<file path="src/include/fp_wb_defs.svh">
`ifndef FP_WB_DEFS_SVH
`define FP_WB_DEFS_SVH

// single precision format
`define FP_EXPO_WIDTH 8
`define FP_FRAC_WIDTH 23
`define FP_FLEN 32

// units sharing the writeback port
`define FP_NUM_UNITS 3

// instruction tag
`define FP_ID_WIDTH 3

// left normalization shift, enough for a 24-bit mantissa
`define FP_SHIFT_WIDTH 5

`endif

</file>
<file path="src/hdl/fp_types_pkg.sv">
`default_nettype none

`include "fp_wb_defs.svh"

package fp_types_pkg;

    //////////////////////////////
    // word formats
    //////////////////////////////

    typedef struct packed {
        logic sign;
        logic [`FP_EXPO_WIDTH-1:0] expo;
        logic [`FP_FRAC_WIDTH-1:0] frac;
    } fp_fields_t;

    // same 32 bits, seen raw or split into fields
    typedef union packed {
        logic [`FP_FLEN-1:0] bits;
        fp_fields_t fields;
    } fp_word_u;

    //////////////////////////////
    // rounding
    //////////////////////////////

    typedef struct packed {
        logic guard;
        logic round;
        logic sticky;
    } grs_t;

    // encoding follows the frm field of fcsr
    typedef enum logic [2:0] {
        RNE = 3'b000,
        RTZ = 3'b001,
        RDN = 3'b010,
        RUP = 3'b011,
        RMM = 3'b100
    } rounding_mode_t;

    // exception flags, fflags bit order
    typedef struct packed {
        logic nv;
        logic dz;
        logic of;
        logic uf;
        logic nx;
    } fflags_t;

endpackage

`default_nettype wire

</file>
<file path="src/hdl/wb_types_pkg.sv">
`default_nettype none

`include "fp_wb_defs.svh"

package wb_types_pkg;
    import fp_types_pkg::*;

    typedef logic [`FP_ID_WIDTH-1:0] id_t;

    //////////////////////////////
    // unit side
    //////////////////////////////

    // expo top bit flags exponent overflow, mant includes hidden bit
    typedef struct packed {
        logic done;
        id_t id;
        rounding_mode_t rm;
        logic sign;
        logic [`FP_EXPO_WIDTH:0] expo;
        logic [`FP_FRAC_WIDTH:0] mant;
        grs_t grs;
        logic [`FP_SHIFT_WIDTH-1:0] left_shift_amt;
        logic [`FP_EXPO_WIDTH-1:0] right_shift_amt;
        fflags_t fflags;
    } unit_result_t;

    //////////////////////////////
    // between stages
    //////////////////////////////

    typedef struct packed {
        logic valid;
        id_t id;
        rounding_mode_t rm;
        logic sign;
        logic [`FP_EXPO_WIDTH:0] expo;
        logic [`FP_FRAC_WIDTH:0] mant;
        grs_t grs;
        logic [`FP_SHIFT_WIDTH-1:0] left_shift_amt;
        logic [`FP_EXPO_WIDTH-1:0] right_shift_amt;
        fflags_t fflags;
    } normalize_packet_t;

    typedef struct packed {
        logic sign;
        logic [`FP_EXPO_WIDTH:0] expo;
        logic [`FP_FRAC_WIDTH:0] mant;
        logic roundup;
        fp_word_u result_if_overflow;
        id_t id;
        fflags_t fflags;
    } round_packet_t;

    //////////////////////////////
    // output ports
    //////////////////////////////

    typedef struct packed {
        logic valid;
        id_t id;
        logic [`FP_FLEN-1:0] data;
    } fp_wb_packet_t;

    typedef struct packed {
        logic valid;
        id_t id;
        fflags_t fflags;
    } fflags_wb_t;

endpackage

`default_nettype wire

</file>
<file path="src/hdl/fp_wb_control.sv">
`timescale 1ns/1ps
`default_nettype none

`include "fp_wb_defs.svh"

module fp_wb_control
    import wb_types_pkg::*;
(
    input  wire logic clk,
    input  wire logic rst,
    input  wire unit_result_t [`FP_NUM_UNITS-1:0] unit_results,
    output logic [`FP_NUM_UNITS-1:0] ack,
    output normalize_packet_t sel_packet,
    output logic valid_s1,
    output logic valid_s2,
    output logic snoop_valid
);

    localparam int SEL_WIDTH = (`FP_NUM_UNITS > 1) ? $clog2(`FP_NUM_UNITS) : 1;

    logic [`FP_NUM_UNITS-1:0] done;
    logic [SEL_WIDTH-1:0] sel;
    logic any_done;
    unit_result_t sel_result;

    //////////////////////////////
    // arbitration
    //////////////////////////////

    always_comb begin
        for (int i = 0; i < `FP_NUM_UNITS; i++) begin
            done[i] = unit_results[i].done;
        end
    end

    // lowest index wins, so scan downwards
    always_comb begin
        sel = '0;
        for (int i = `FP_NUM_UNITS - 1; i >= 0; i--) begin
            if (done[i]) begin
                sel = SEL_WIDTH'(i);
            end
        end
    end

    assign any_done = |done;

    always_comb begin
        ack = '0;
        ack[sel] = any_done;
    end

    // selected unit into the normalize stage
    assign sel_result = unit_results[sel];

    always_comb begin
        sel_packet.valid = any_done;
        sel_packet.id = sel_result.id;
        sel_packet.rm = sel_result.rm;
        sel_packet.sign = sel_result.sign;
        sel_packet.expo = sel_result.expo;
        sel_packet.mant = sel_result.mant;
        sel_packet.grs = sel_result.grs;
        sel_packet.left_shift_amt = sel_result.left_shift_amt;
        sel_packet.right_shift_amt = sel_result.right_shift_amt;
        sel_packet.fflags = sel_result.fflags;
    end

    //////////////////////////////
    // stage valids
    //////////////////////////////

    always_ff @(posedge clk) begin
        if (rst) begin
            valid_s1 <= 1'b0;
            valid_s2 <= 1'b0;
            snoop_valid <= 1'b0;
        end else begin
            valid_s1 <= any_done;
            valid_s2 <= valid_s1;
            snoop_valid <= valid_s2;
        end
    end

endmodule

`default_nettype wire

</file>
<file path="src/hdl/fp_wb_normalize.sv">
`timescale 1ns/1ps
`default_nettype none

`include "fp_wb_defs.svh"

module fp_wb_normalize
    import fp_types_pkg::*;
    import wb_types_pkg::*;
(
    input  wire logic clk,
    input  wire normalize_packet_t sel_packet,
    output round_packet_t round_pkt
);

    // mantissa with hidden bit, followed by guard, round, sticky
    localparam int EXT_WIDTH = `FP_FRAC_WIDTH + 4;
    localparam int EXP_W = `FP_EXPO_WIDTH + 1;

    normalize_packet_t pkt_r;
    logic [EXT_WIDTH-1:0] ext;
    logic [EXT_WIDTH-1:0] ext_norm;
    logic [EXT_WIDTH-1:0] lost_mask;
    logic [EXP_W-1:0] expo_norm;
    grs_t grs_norm;
    logic lsb;
    logic roundup;
    logic overflow_to_inf;
    fp_word_u result_if_overflow;

    always_ff @(posedge clk) begin
        pkt_r <= sel_packet;
    end

    //////////////////////////////
    // normalization shift
    //////////////////////////////

    assign ext = {pkt_r.mant, pkt_r.grs};

    // bits that fall off the bottom on a right shift
    assign lost_mask = ~({EXT_WIDTH{1'b1}} << pkt_r.right_shift_amt);

    always_comb begin
        ext_norm = ext;
        expo_norm = pkt_r.expo;
        if (pkt_r.left_shift_amt != '0) begin
            ext_norm = ext << pkt_r.left_shift_amt;
            expo_norm = pkt_r.expo - EXP_W'(pkt_r.left_shift_amt);
        end else if (pkt_r.right_shift_amt != '0) begin
            ext_norm = ext >> pkt_r.right_shift_amt;
            ext_norm[0] = ext_norm[0] | (|(ext & lost_mask));
            expo_norm = pkt_r.expo + EXP_W'(pkt_r.right_shift_amt);
        end
    end

    assign grs_norm = ext_norm[2:0];
    assign lsb = ext_norm[3];

    //////////////////////////////
    // roundup decision
    //////////////////////////////

    always_comb begin
        case (pkt_r.rm)
            RNE: roundup = grs_norm.guard & (grs_norm.round | grs_norm.sticky | lsb);
            RTZ: roundup = 1'b0;
            RDN: roundup = pkt_r.sign & (|grs_norm);
            RUP: roundup = ~pkt_r.sign & (|grs_norm);
            RMM: roundup = grs_norm.guard;
            default: roundup = 1'b0;
        endcase
    end

    // infinity when the mode rounds away from zero, else largest finite
    always_comb begin
        case (pkt_r.rm)
            RNE, RMM: overflow_to_inf = 1'b1;
            RUP: overflow_to_inf = ~pkt_r.sign;
            RDN: overflow_to_inf = pkt_r.sign;
            default: overflow_to_inf = 1'b0;
        endcase
        result_if_overflow.fields.sign = pkt_r.sign;
        result_if_overflow.fields.expo = overflow_to_inf ? '1 : {{(`FP_EXPO_WIDTH-1){1'b1}}, 1'b0};
        result_if_overflow.fields.frac = overflow_to_inf ? '0 : '1;
    end

    always_comb begin
        round_pkt.sign = pkt_r.sign;
        round_pkt.expo = expo_norm;
        round_pkt.mant = ext_norm[EXT_WIDTH-1:3];
        round_pkt.roundup = roundup;
        round_pkt.result_if_overflow = result_if_overflow;
        round_pkt.id = pkt_r.id;
        round_pkt.fflags = pkt_r.fflags;
        // invalid results keep their flags as the unit gave them
        round_pkt.fflags.nx = pkt_r.fflags.nx | ((|grs_norm) & ~pkt_r.fflags.nv);
    end

endmodule

`default_nettype wire

</file>
<file path="src/hdl/fp_wb_round.sv">
`timescale 1ns/1ps
`default_nettype none

`include "fp_wb_defs.svh"

module fp_wb_round
    import fp_types_pkg::*;
    import wb_types_pkg::*;
(
    input  wire logic clk,
    input  wire round_packet_t round_pkt,
    output id_t wb_id,
    output id_t snoop_id,
    output fp_word_u wb_data,
    output fp_word_u snoop_data,
    output fflags_t wb_fflags
);

    localparam int MANT_W = `FP_FRAC_WIDTH + 1;
    localparam int EXP_W = `FP_EXPO_WIDTH + 1;
    localparam int EXPO_MAX = (2 ** `FP_EXPO_WIDTH) - 1;

    round_packet_t pkt_r;
    logic [MANT_W:0] mant_sum;
    logic mant_carry;
    logic [MANT_W-1:0] mant_out;
    logic [EXP_W:0] expo_sum;
    logic expo_overflow;
    logic underflow;

    always_ff @(posedge clk) begin
        pkt_r <= round_pkt;
    end

    //////////////////////////////
    // mantissa increment
    //////////////////////////////

    assign mant_sum = {1'b0, pkt_r.mant} + (MANT_W + 1)'(pkt_r.roundup);
    assign mant_carry = mant_sum[MANT_W];

    // carry out means 1.000..0 x 2, renormalize by one
    assign mant_out = mant_carry ? mant_sum[MANT_W:1] : mant_sum[MANT_W-1:0];
    assign expo_sum = {1'b0, pkt_r.expo} + (EXP_W + 1)'(mant_carry);

    assign expo_overflow = (expo_sum >= (EXP_W + 1)'(EXPO_MAX));

    // hidden bit clear with something left in the fraction
    assign underflow = ~mant_out[MANT_W-1] & (|mant_out[MANT_W-2:0]);

    //////////////////////////////
    // result and flags
    //////////////////////////////

    always_comb begin
        wb_fflags = pkt_r.fflags;
        wb_data.fields.sign = pkt_r.sign;
        wb_data.fields.expo = expo_sum[`FP_EXPO_WIDTH-1:0];
        wb_data.fields.frac = mant_out[`FP_FRAC_WIDTH-1:0];
        if (pkt_r.fflags.nv) begin
            // NaN from the unit, passed through untouched
            wb_data.fields.expo = pkt_r.expo[`FP_EXPO_WIDTH-1:0];
            wb_data.fields.frac = pkt_r.mant[`FP_FRAC_WIDTH-1:0];
        end else begin
            wb_fflags.of = pkt_r.fflags.of | expo_overflow;
            wb_fflags.uf = pkt_r.fflags.uf | underflow;
            wb_fflags.nx = pkt_r.fflags.nx | expo_overflow;
            if (expo_overflow) begin
                wb_data = pkt_r.result_if_overflow;
            end
        end
    end

    assign wb_id = pkt_r.id;

    //////////////////////////////
    // snoop copy for store forwarding
    //////////////////////////////

    always_ff @(posedge clk) begin
        snoop_data <= wb_data;
        snoop_id <= wb_id;
    end

endmodule

`default_nettype wire

</file>
<file path="src/hdl/fp_writeback.sv">
`timescale 1ns/1ps
`default_nettype none

`include "fp_wb_defs.svh"

module fp_writeback
    import fp_types_pkg::*;
    import wb_types_pkg::*;
(
    input  wire logic clk,
    input  wire logic rst,
    input  wire unit_result_t [`FP_NUM_UNITS-1:0] unit_results,
    output logic [`FP_NUM_UNITS-1:0] ack,
    output fp_wb_packet_t wb_packet,
    output fflags_wb_t fflags_wb,
    output fp_wb_packet_t wb_snoop
);

    normalize_packet_t sel_packet;
    round_packet_t round_pkt;
    logic valid_s1;
    logic valid_s2;
    logic snoop_valid;
    id_t wb_id;
    id_t snoop_id;
    fp_word_u wb_data;
    fp_word_u snoop_data;
    fflags_t wb_fflags;

    fp_wb_control i_control (
        .clk          (clk),
        .rst          (rst),
        .unit_results (unit_results),
        .ack          (ack),
        .sel_packet   (sel_packet),
        .valid_s1     (valid_s1),
        .valid_s2     (valid_s2),
        .snoop_valid  (snoop_valid)
    );

    fp_wb_normalize i_normalize (
        .clk        (clk),
        .sel_packet (sel_packet),
        .round_pkt  (round_pkt)
    );

    fp_wb_round i_round (
        .clk        (clk),
        .round_pkt  (round_pkt),
        .wb_id      (wb_id),
        .snoop_id   (snoop_id),
        .wb_data    (wb_data),
        .snoop_data (snoop_data),
        .wb_fflags  (wb_fflags)
    );

    // valids come from control, payload from the datapath
    assign wb_packet = '{valid: valid_s2, id: wb_id, data: wb_data.bits};
    assign fflags_wb = '{valid: valid_s2, id: wb_id, fflags: wb_fflags};
    assign wb_snoop = '{valid: snoop_valid, id: snoop_id, data: snoop_data.bits};

endmodule

`default_nettype wire

</file>
<file path="config.mk">
export PLATFORM = sky130hd
export DESIGN_NAME = fp_writeback
export DESIGN_NICKNAME = d
export VERILOG_FILES = /design/src/hdl/fp_types_pkg.sv /design/src/hdl/wb_types_pkg.sv /design/src/hdl/fp_wb_control.sv /design/src/hdl/fp_wb_normalize.sv /design/src/hdl/fp_wb_round.sv /design/src/hdl/fp_writeback.sv
export VERILOG_INCLUDE_DIRS = /design/src /design/src/include
export SDC_FILE = /design/constraint.sdc
export NUM_CORES = 1
export LEC_CHECK = 0
export BUFFER_PORTS_ARGS = -buffer_cell sky130_fd_sc_hd__buf_2
export CORE_MARGIN = 4
export CORE_UTILIZATION = 45
export DETAILED_ROUTE_END_ITERATION = 10
export PLACE_DENSITY = 0.7
export SLEW_MARGIN = 25
export SYNTH_ARGS = -nofsm -noshare
export SYNTH_HDL_FRONTEND = slang
export SYNTH_SLANG_ARGS = --single-unit
</file>
<file path="constraint.sdc">
create_clock -name clk -period 6.15 [get_ports clk]
set_input_delay 1.23 -clock clk [delete_from_list [all_inputs] [get_ports clk]]
set_output_delay 1.23 -clock clk [all_outputs]
set_load 0.02 [all_outputs]
</file>
## After elaboration in Yosys (flattened, before gate mapping)

Cells that the tools add are included.

| storage, ports and cells | value |
|---|---|
| bits of input ports | 188 |
| word-level logic and storage cells | 91 |
| output and inout port bits | 84 |
| bits in registers | 174 |

| operators by class | value |
|---|---|
| multiplexer cells | 20 |
| order comparisons | 3 |
| equal/unequal tests | 3 |
| bitwise gates (word level) | 18 |
| shift-type cells | 3 |
| $add $sub $neg | 4 |
| reduce and logical (&&, ||, !) cells | 9 |

Operators by type and width:

| cell | count |
|---|---|
| $bmux W62 S2 | 1 |
| $mux W61 | 1 |
| $mux W27 | 2 |
| $mux W32 | 1 |
| $mux W31 | 1 |
| $and A27 B27 Y27 | 1 |
| $not A27 Y27 | 1 |
| $reduce_or A27 Y1 | 1 |
| $shl A27 B5 Y27 | 1 |
| $shl A27 B8 Y27 const A | 1 |
| $shr A27 B8 Y27 | 1 |
| $add A24 B1 Y25 | 1 |
| $mux W24 | 1 |
| $mux W23 | 1 |
| $reduce_or A23 Y1 | 1 |
| $mux W9 | 2 |
| $add A9 B1 Y10 | 1 |
| $ge A10 B8 Y1 const B | 1 |
| $add A9 B8 Y9 | 1 |
| $sub A9 B5 Y9 | 1 |
| $reduce_bool A8 Y1 | 1 |
| $or A1 B1 Y1 | 7 |
| $eq A3 B2 Y1 const B | 2 |
| $mux W2 | 3 |
| other kinds (16) | 25 |

## Longest topological paths before layout

| depth | value |
|---|---|
| word-level depth | 11 |
| depth in mapped cells | 19 |
| depth with buffers taken out | 17 |

## Cells and area by module

Synthesis repeated with hierarchy kept, for this count alone.

| unflattened totals | value |
|---|---|
| cell total of the unflattened synthesis | 1,338 |
| area, all modules | 12,054.1 um2 |

By module, submodules not included:

| module | area an instance (um2) | seq. area each (um2) | cells each | times used |
|---|---|---|---|---|
| fp_wb_normalize | 6,223.5 | 1,221.2 | 748 | 1 |
| fp_wb_round | 4,116.4 | 2,202.1 | 413 | 1 |
| fp_wb_control | 1,669.1 | 60.1 | 171 | 1 |
| fp_writeback | 45.0 | 0.0 | 6 | 1 |

## Least setup slack after synthesis

No wires, ideal clock.

| timing path | value |
|---|---|
| path kind | register -> output |
| start point | register i_round.pkt_r[41] (netlist bit) |
| end point | output port wb_packet[11] (netlist bit) |
| stages on the path, launching flop included | 20 |
| data arrival time | 3.935 ns |
| path buffers | 2 |
| slack | 0.985 ns |
| required time | 4.920 ns |
| path through | dfxtp_1 -> ha_1 -> ha_1 -> and3_1 -> nand2_1 -> nor3_4 -> nand3_1 -> inv_1 -> ha_1 -> ha_1 -> buf_2 -> a21oi_1 -> mux2_2 -> a22o_1 -> a21oi_1 -> o21bai_2 -> a21oi_1 -> buf_2 -> a21oi_1 -> o21ai_0 |

RTL lines:

| what | line | source |
|---|---|---|
| start, declared | fp_wb_round.sv:23 | `round_packet_t pkt_r;` |
| start signal, assigned | fp_wb_round.sv:32 | `pkt_r <= round_pkt;` |
| end, declared | fp_writeback.sv:14 | `output fp_wb_packet_t wb_packet,` |

==> results.toml <==
[run_status]
outcome = "complete, no violations"

[critical_path]
path_cells = "ha_1, ha_1, and3_1, nand2_1, nor3_4, nand3_1, inv_2, ha_1, ha_2, a21oi_1, mux2_2, a22o_1, a21oi_1, o21ba_2, o211ai_1, or3_1, o211ai_1, buf_2"
crit_type = "reg -> out"
end_kind = "primary output"
cpMostUsedCell = "ha_1"
cp_slowest_cell = "or3_1"
path_max_fanout = 8
slowest_delay_ns = 0.39
rr_worst_depth = 17
crit_arrival_ns = 4.57
worstPathRequired_ns = 4.92
worst_setup_path_start_kind = "flip-flop"
r2r_start = "i_round.pkt_r[41]$_DFF_P_"
startpoint = "i_round.pkt_r[41]$_DFF_P_"

[clock_network]
clkLatencyLatePin_ns = 0.43
cts_tree = "yes"
root_buffer = "clkbuf_16"
clkSinkCount = 144
cts_buffer_depth = 2
ctsHoldBuffers = 0
cts_htree_levels = 4
cts_inserted_buffers = 17
clkSlewWorstSetupHoldPaths_ns = 0.06

[route]
routedWlPerCell_um = 19.5
vias = 10381
ant_nets = 0
drc = 0
routed_wl_mm = 33.7
drt_iter0_drc = 1253
firstDrtPassIters = 6
avgViaCountPerCell = 6.00

[yosys]
synth-compound-area-share = 0.245
muxShareOfSynthArea = 0.175
synthTopCellsByCount = "175 x nand2_1, 144 x dfxtp_1, 115 x o21ai_0, 104 x mux2i_1, 93 x nor2_1"
syn_avg_cell_area_um2 = 7.95
yosys.area_share.simple = 0.190
synth_top_area_frac = 0.292
ys_seq_area_frac = 0.292
synth_top_family_by_area = "compound AO/OA/AOI/OAI gates"
synthXorXnorAreaFrac = 0.00976
yosys.area.top_type = "dfxtp_1"
synth_cell_types = 81
synth_fp_nets = 1450
yosysWarnings = 0
yosysMostFrequentCell = "nand2_1"
synth_area_leaders = "dfxtp_1 29%, mux2i_1 11%, nand2_1 6.7%"
synth_adder_area_share = 0.0256
synth_area_mm2 = 0.00988
synth-edff-count = 0
synth-main-ff-cell = "dfxtp_1"
async_flop_share = 0
postSynthCellCount = 1243
ys_ff_latch = 144

[grt]
grt_pass1_vias = 9558
grt-ovfl-total = 0
grt_max_degree = 71
grt_first_pass_wirelength_mm = 51.4
grt_use_total = 0.264
antenna_found_initial = 0

[worst_hold_path]
hold-path-cell-count = 0
hold_path_class = "reg -> reg"
min_from = "i_normalize.round_pkt[5]$_DFF_P_"

[die]
die_area_mm2 = 0.0244
die_x_um = 156
start_util = 0.464
rows = 53
die_y_um = 156
io_pins = 272
core_mm2 = 0.0213

[sta]
rsz0062_at_grt = "no"
hold_ws_ns = 0.326
hold_violations = 0
setup_viol = 0
max_freq_ghz = 0.172
worst_pin_slew_ns = 1.01
setup_slack_ns = 0.345
timing.final.crit_share = 0.944
slew_headroom = 0.325
min_period_ns = 5.80
skew_ns = 0.0180
slew_violations = 0
totalNegativeSetupSlack_ns = 0

[power_and_ir_drop]
power_density_mw_per_mm2 = 293
leakagePower_nw = 5.05
ir_drop_mv = 0.161

[finish]
drive_gt1_frac = 0.267
area_growth_pct = 19.4
final_nets = 1650
utilization = 0.554
fin_area_mm2 = 0.0118
n_antenna_cell = 0

[place]
place.gp.congestion = 0.933
io_buffers = 271
placed_area_mm2 = 0.0112
dp_hpwl_mm = 25.5
pre_cts_slack_ns = 0.472

[run]
cap_violations = 0
==> through the flow <==
step	cells	power (mW)
final	1730	3.46
after global routing	1730	3.64
after CTS	1728	3.46
after detailed placement	1697	2.48
after global placement	1697	2.46
after floorplan	1243	2.07
==> power by group <==
part           internal, mW  switching [mW]  total [mW]
sequential             1.09           0.190        1.28
combinational         0.478           0.724        1.20
clock                 0.558           0.421       0.979
total                  2.12            1.34        3.46
==> state kept, by name, summed over array words and instances (netlist names) <==
signal / cells
i_round.wb_id: 3
i_round.snoop_data: 32
i_control.valid_s1: 1
i_control.valid_s2: 1
i_normalize.ext: 27
i_round.wb_fflags: 2
i_control.snoop_valid: 1
i_round.snoop_id: 3
i_normalize.pkt_r: 26
i_normalize.round_pkt: 8
i_round.pkt_r: 40
==> final cells by class <==
class / count / area [um2]
tap: 275 / 344
clock buffer: 20 / 467
multi-input combinational: 959 / 6390
fill: 1996 / 9500
timing repair buffer: 288 / 1480
inverter: 33 / 124
clock inverter: 11 / 96.3
sequential: 144 / 2890
==> critical path, delay by kind of cell (launching register included) <==
kind | cells | cell delay [ns]
DFF | 1 | 0.33
and+or+nand+nor | 5 | 1.21
AOI/OAI and AO/OA | 6 | 1.04
adders and majority gates | 4 | 0.93
muxes | 1 | 0.26
buffers and inverters | 2 | 0.36
==> layer usage <==
layer / up-vias / wire length [um] / GRT usage
li1: 4959 / - / -
met1: 4701 / 13600 / 0.347
met2: 625 / 15500 / 0.429
met3: 96 / 3390 / 0.0521
met4: 0 / 1240 / 0.101
met5: - / 0 / 0
==> cells in the final DEF, fill, tap and decap left out, types with 11 or more instances in the layout <==
| master | instances |
|---|---|
| mux2i_1 | 104 |
| mux2_2 | 19 |
| nor3_1 | 24 |
| a21oi_1 | 87 |
| a211oi_1 | 16 |
| nor2b_1 | 14 |
| o21ai_0 | 115 |
| inv_1 | 28 |
| nand2_1 | 175 |
| buf_4 | 17 |
| a31oi_1 | 21 |
| buf_2 | 271 |
| nor2_1 | 92 |
| ha_1 | 16 |
| mux4_2 | 21 |
| nand4_1 | 11 |
| o211ai_1 | 16 |
| nand3_1 | 29 |
| and3_1 | 14 |
| dfxtp_1 | 142 |
| clkbuf_16 | 17 |
==> kinds of logic after synthesis <==
logic type,count (synthesis)
multiplexers,144
flip-flops,144
AO/OA/AOI/OAI,377
AND/OR/NAND/NOR,408
buffers and inverters,140
adder cells (fa/ha/maj),19
XOR/XNOR,11
==> final timing paths <==
check	endpoint	slack, ns
setup reg to reg	i_round.snoop_data[8]$_DFF_P_	2.05
hold / removal	i_round.wb_id[0]$_DFF_P_	0.33
setup / recovery	wb_packet[15]	0.35
hold reg to reg	i_round.wb_id[0]$_DFF_P_	0.33
==> what timing repair did <==
action / CTS / global route
gates resized for setup: 0 / 2
buffers inserted: 0 / 2
endpoints found under the setup margin: 0 / 30
(Power assumes the default switching activity.)
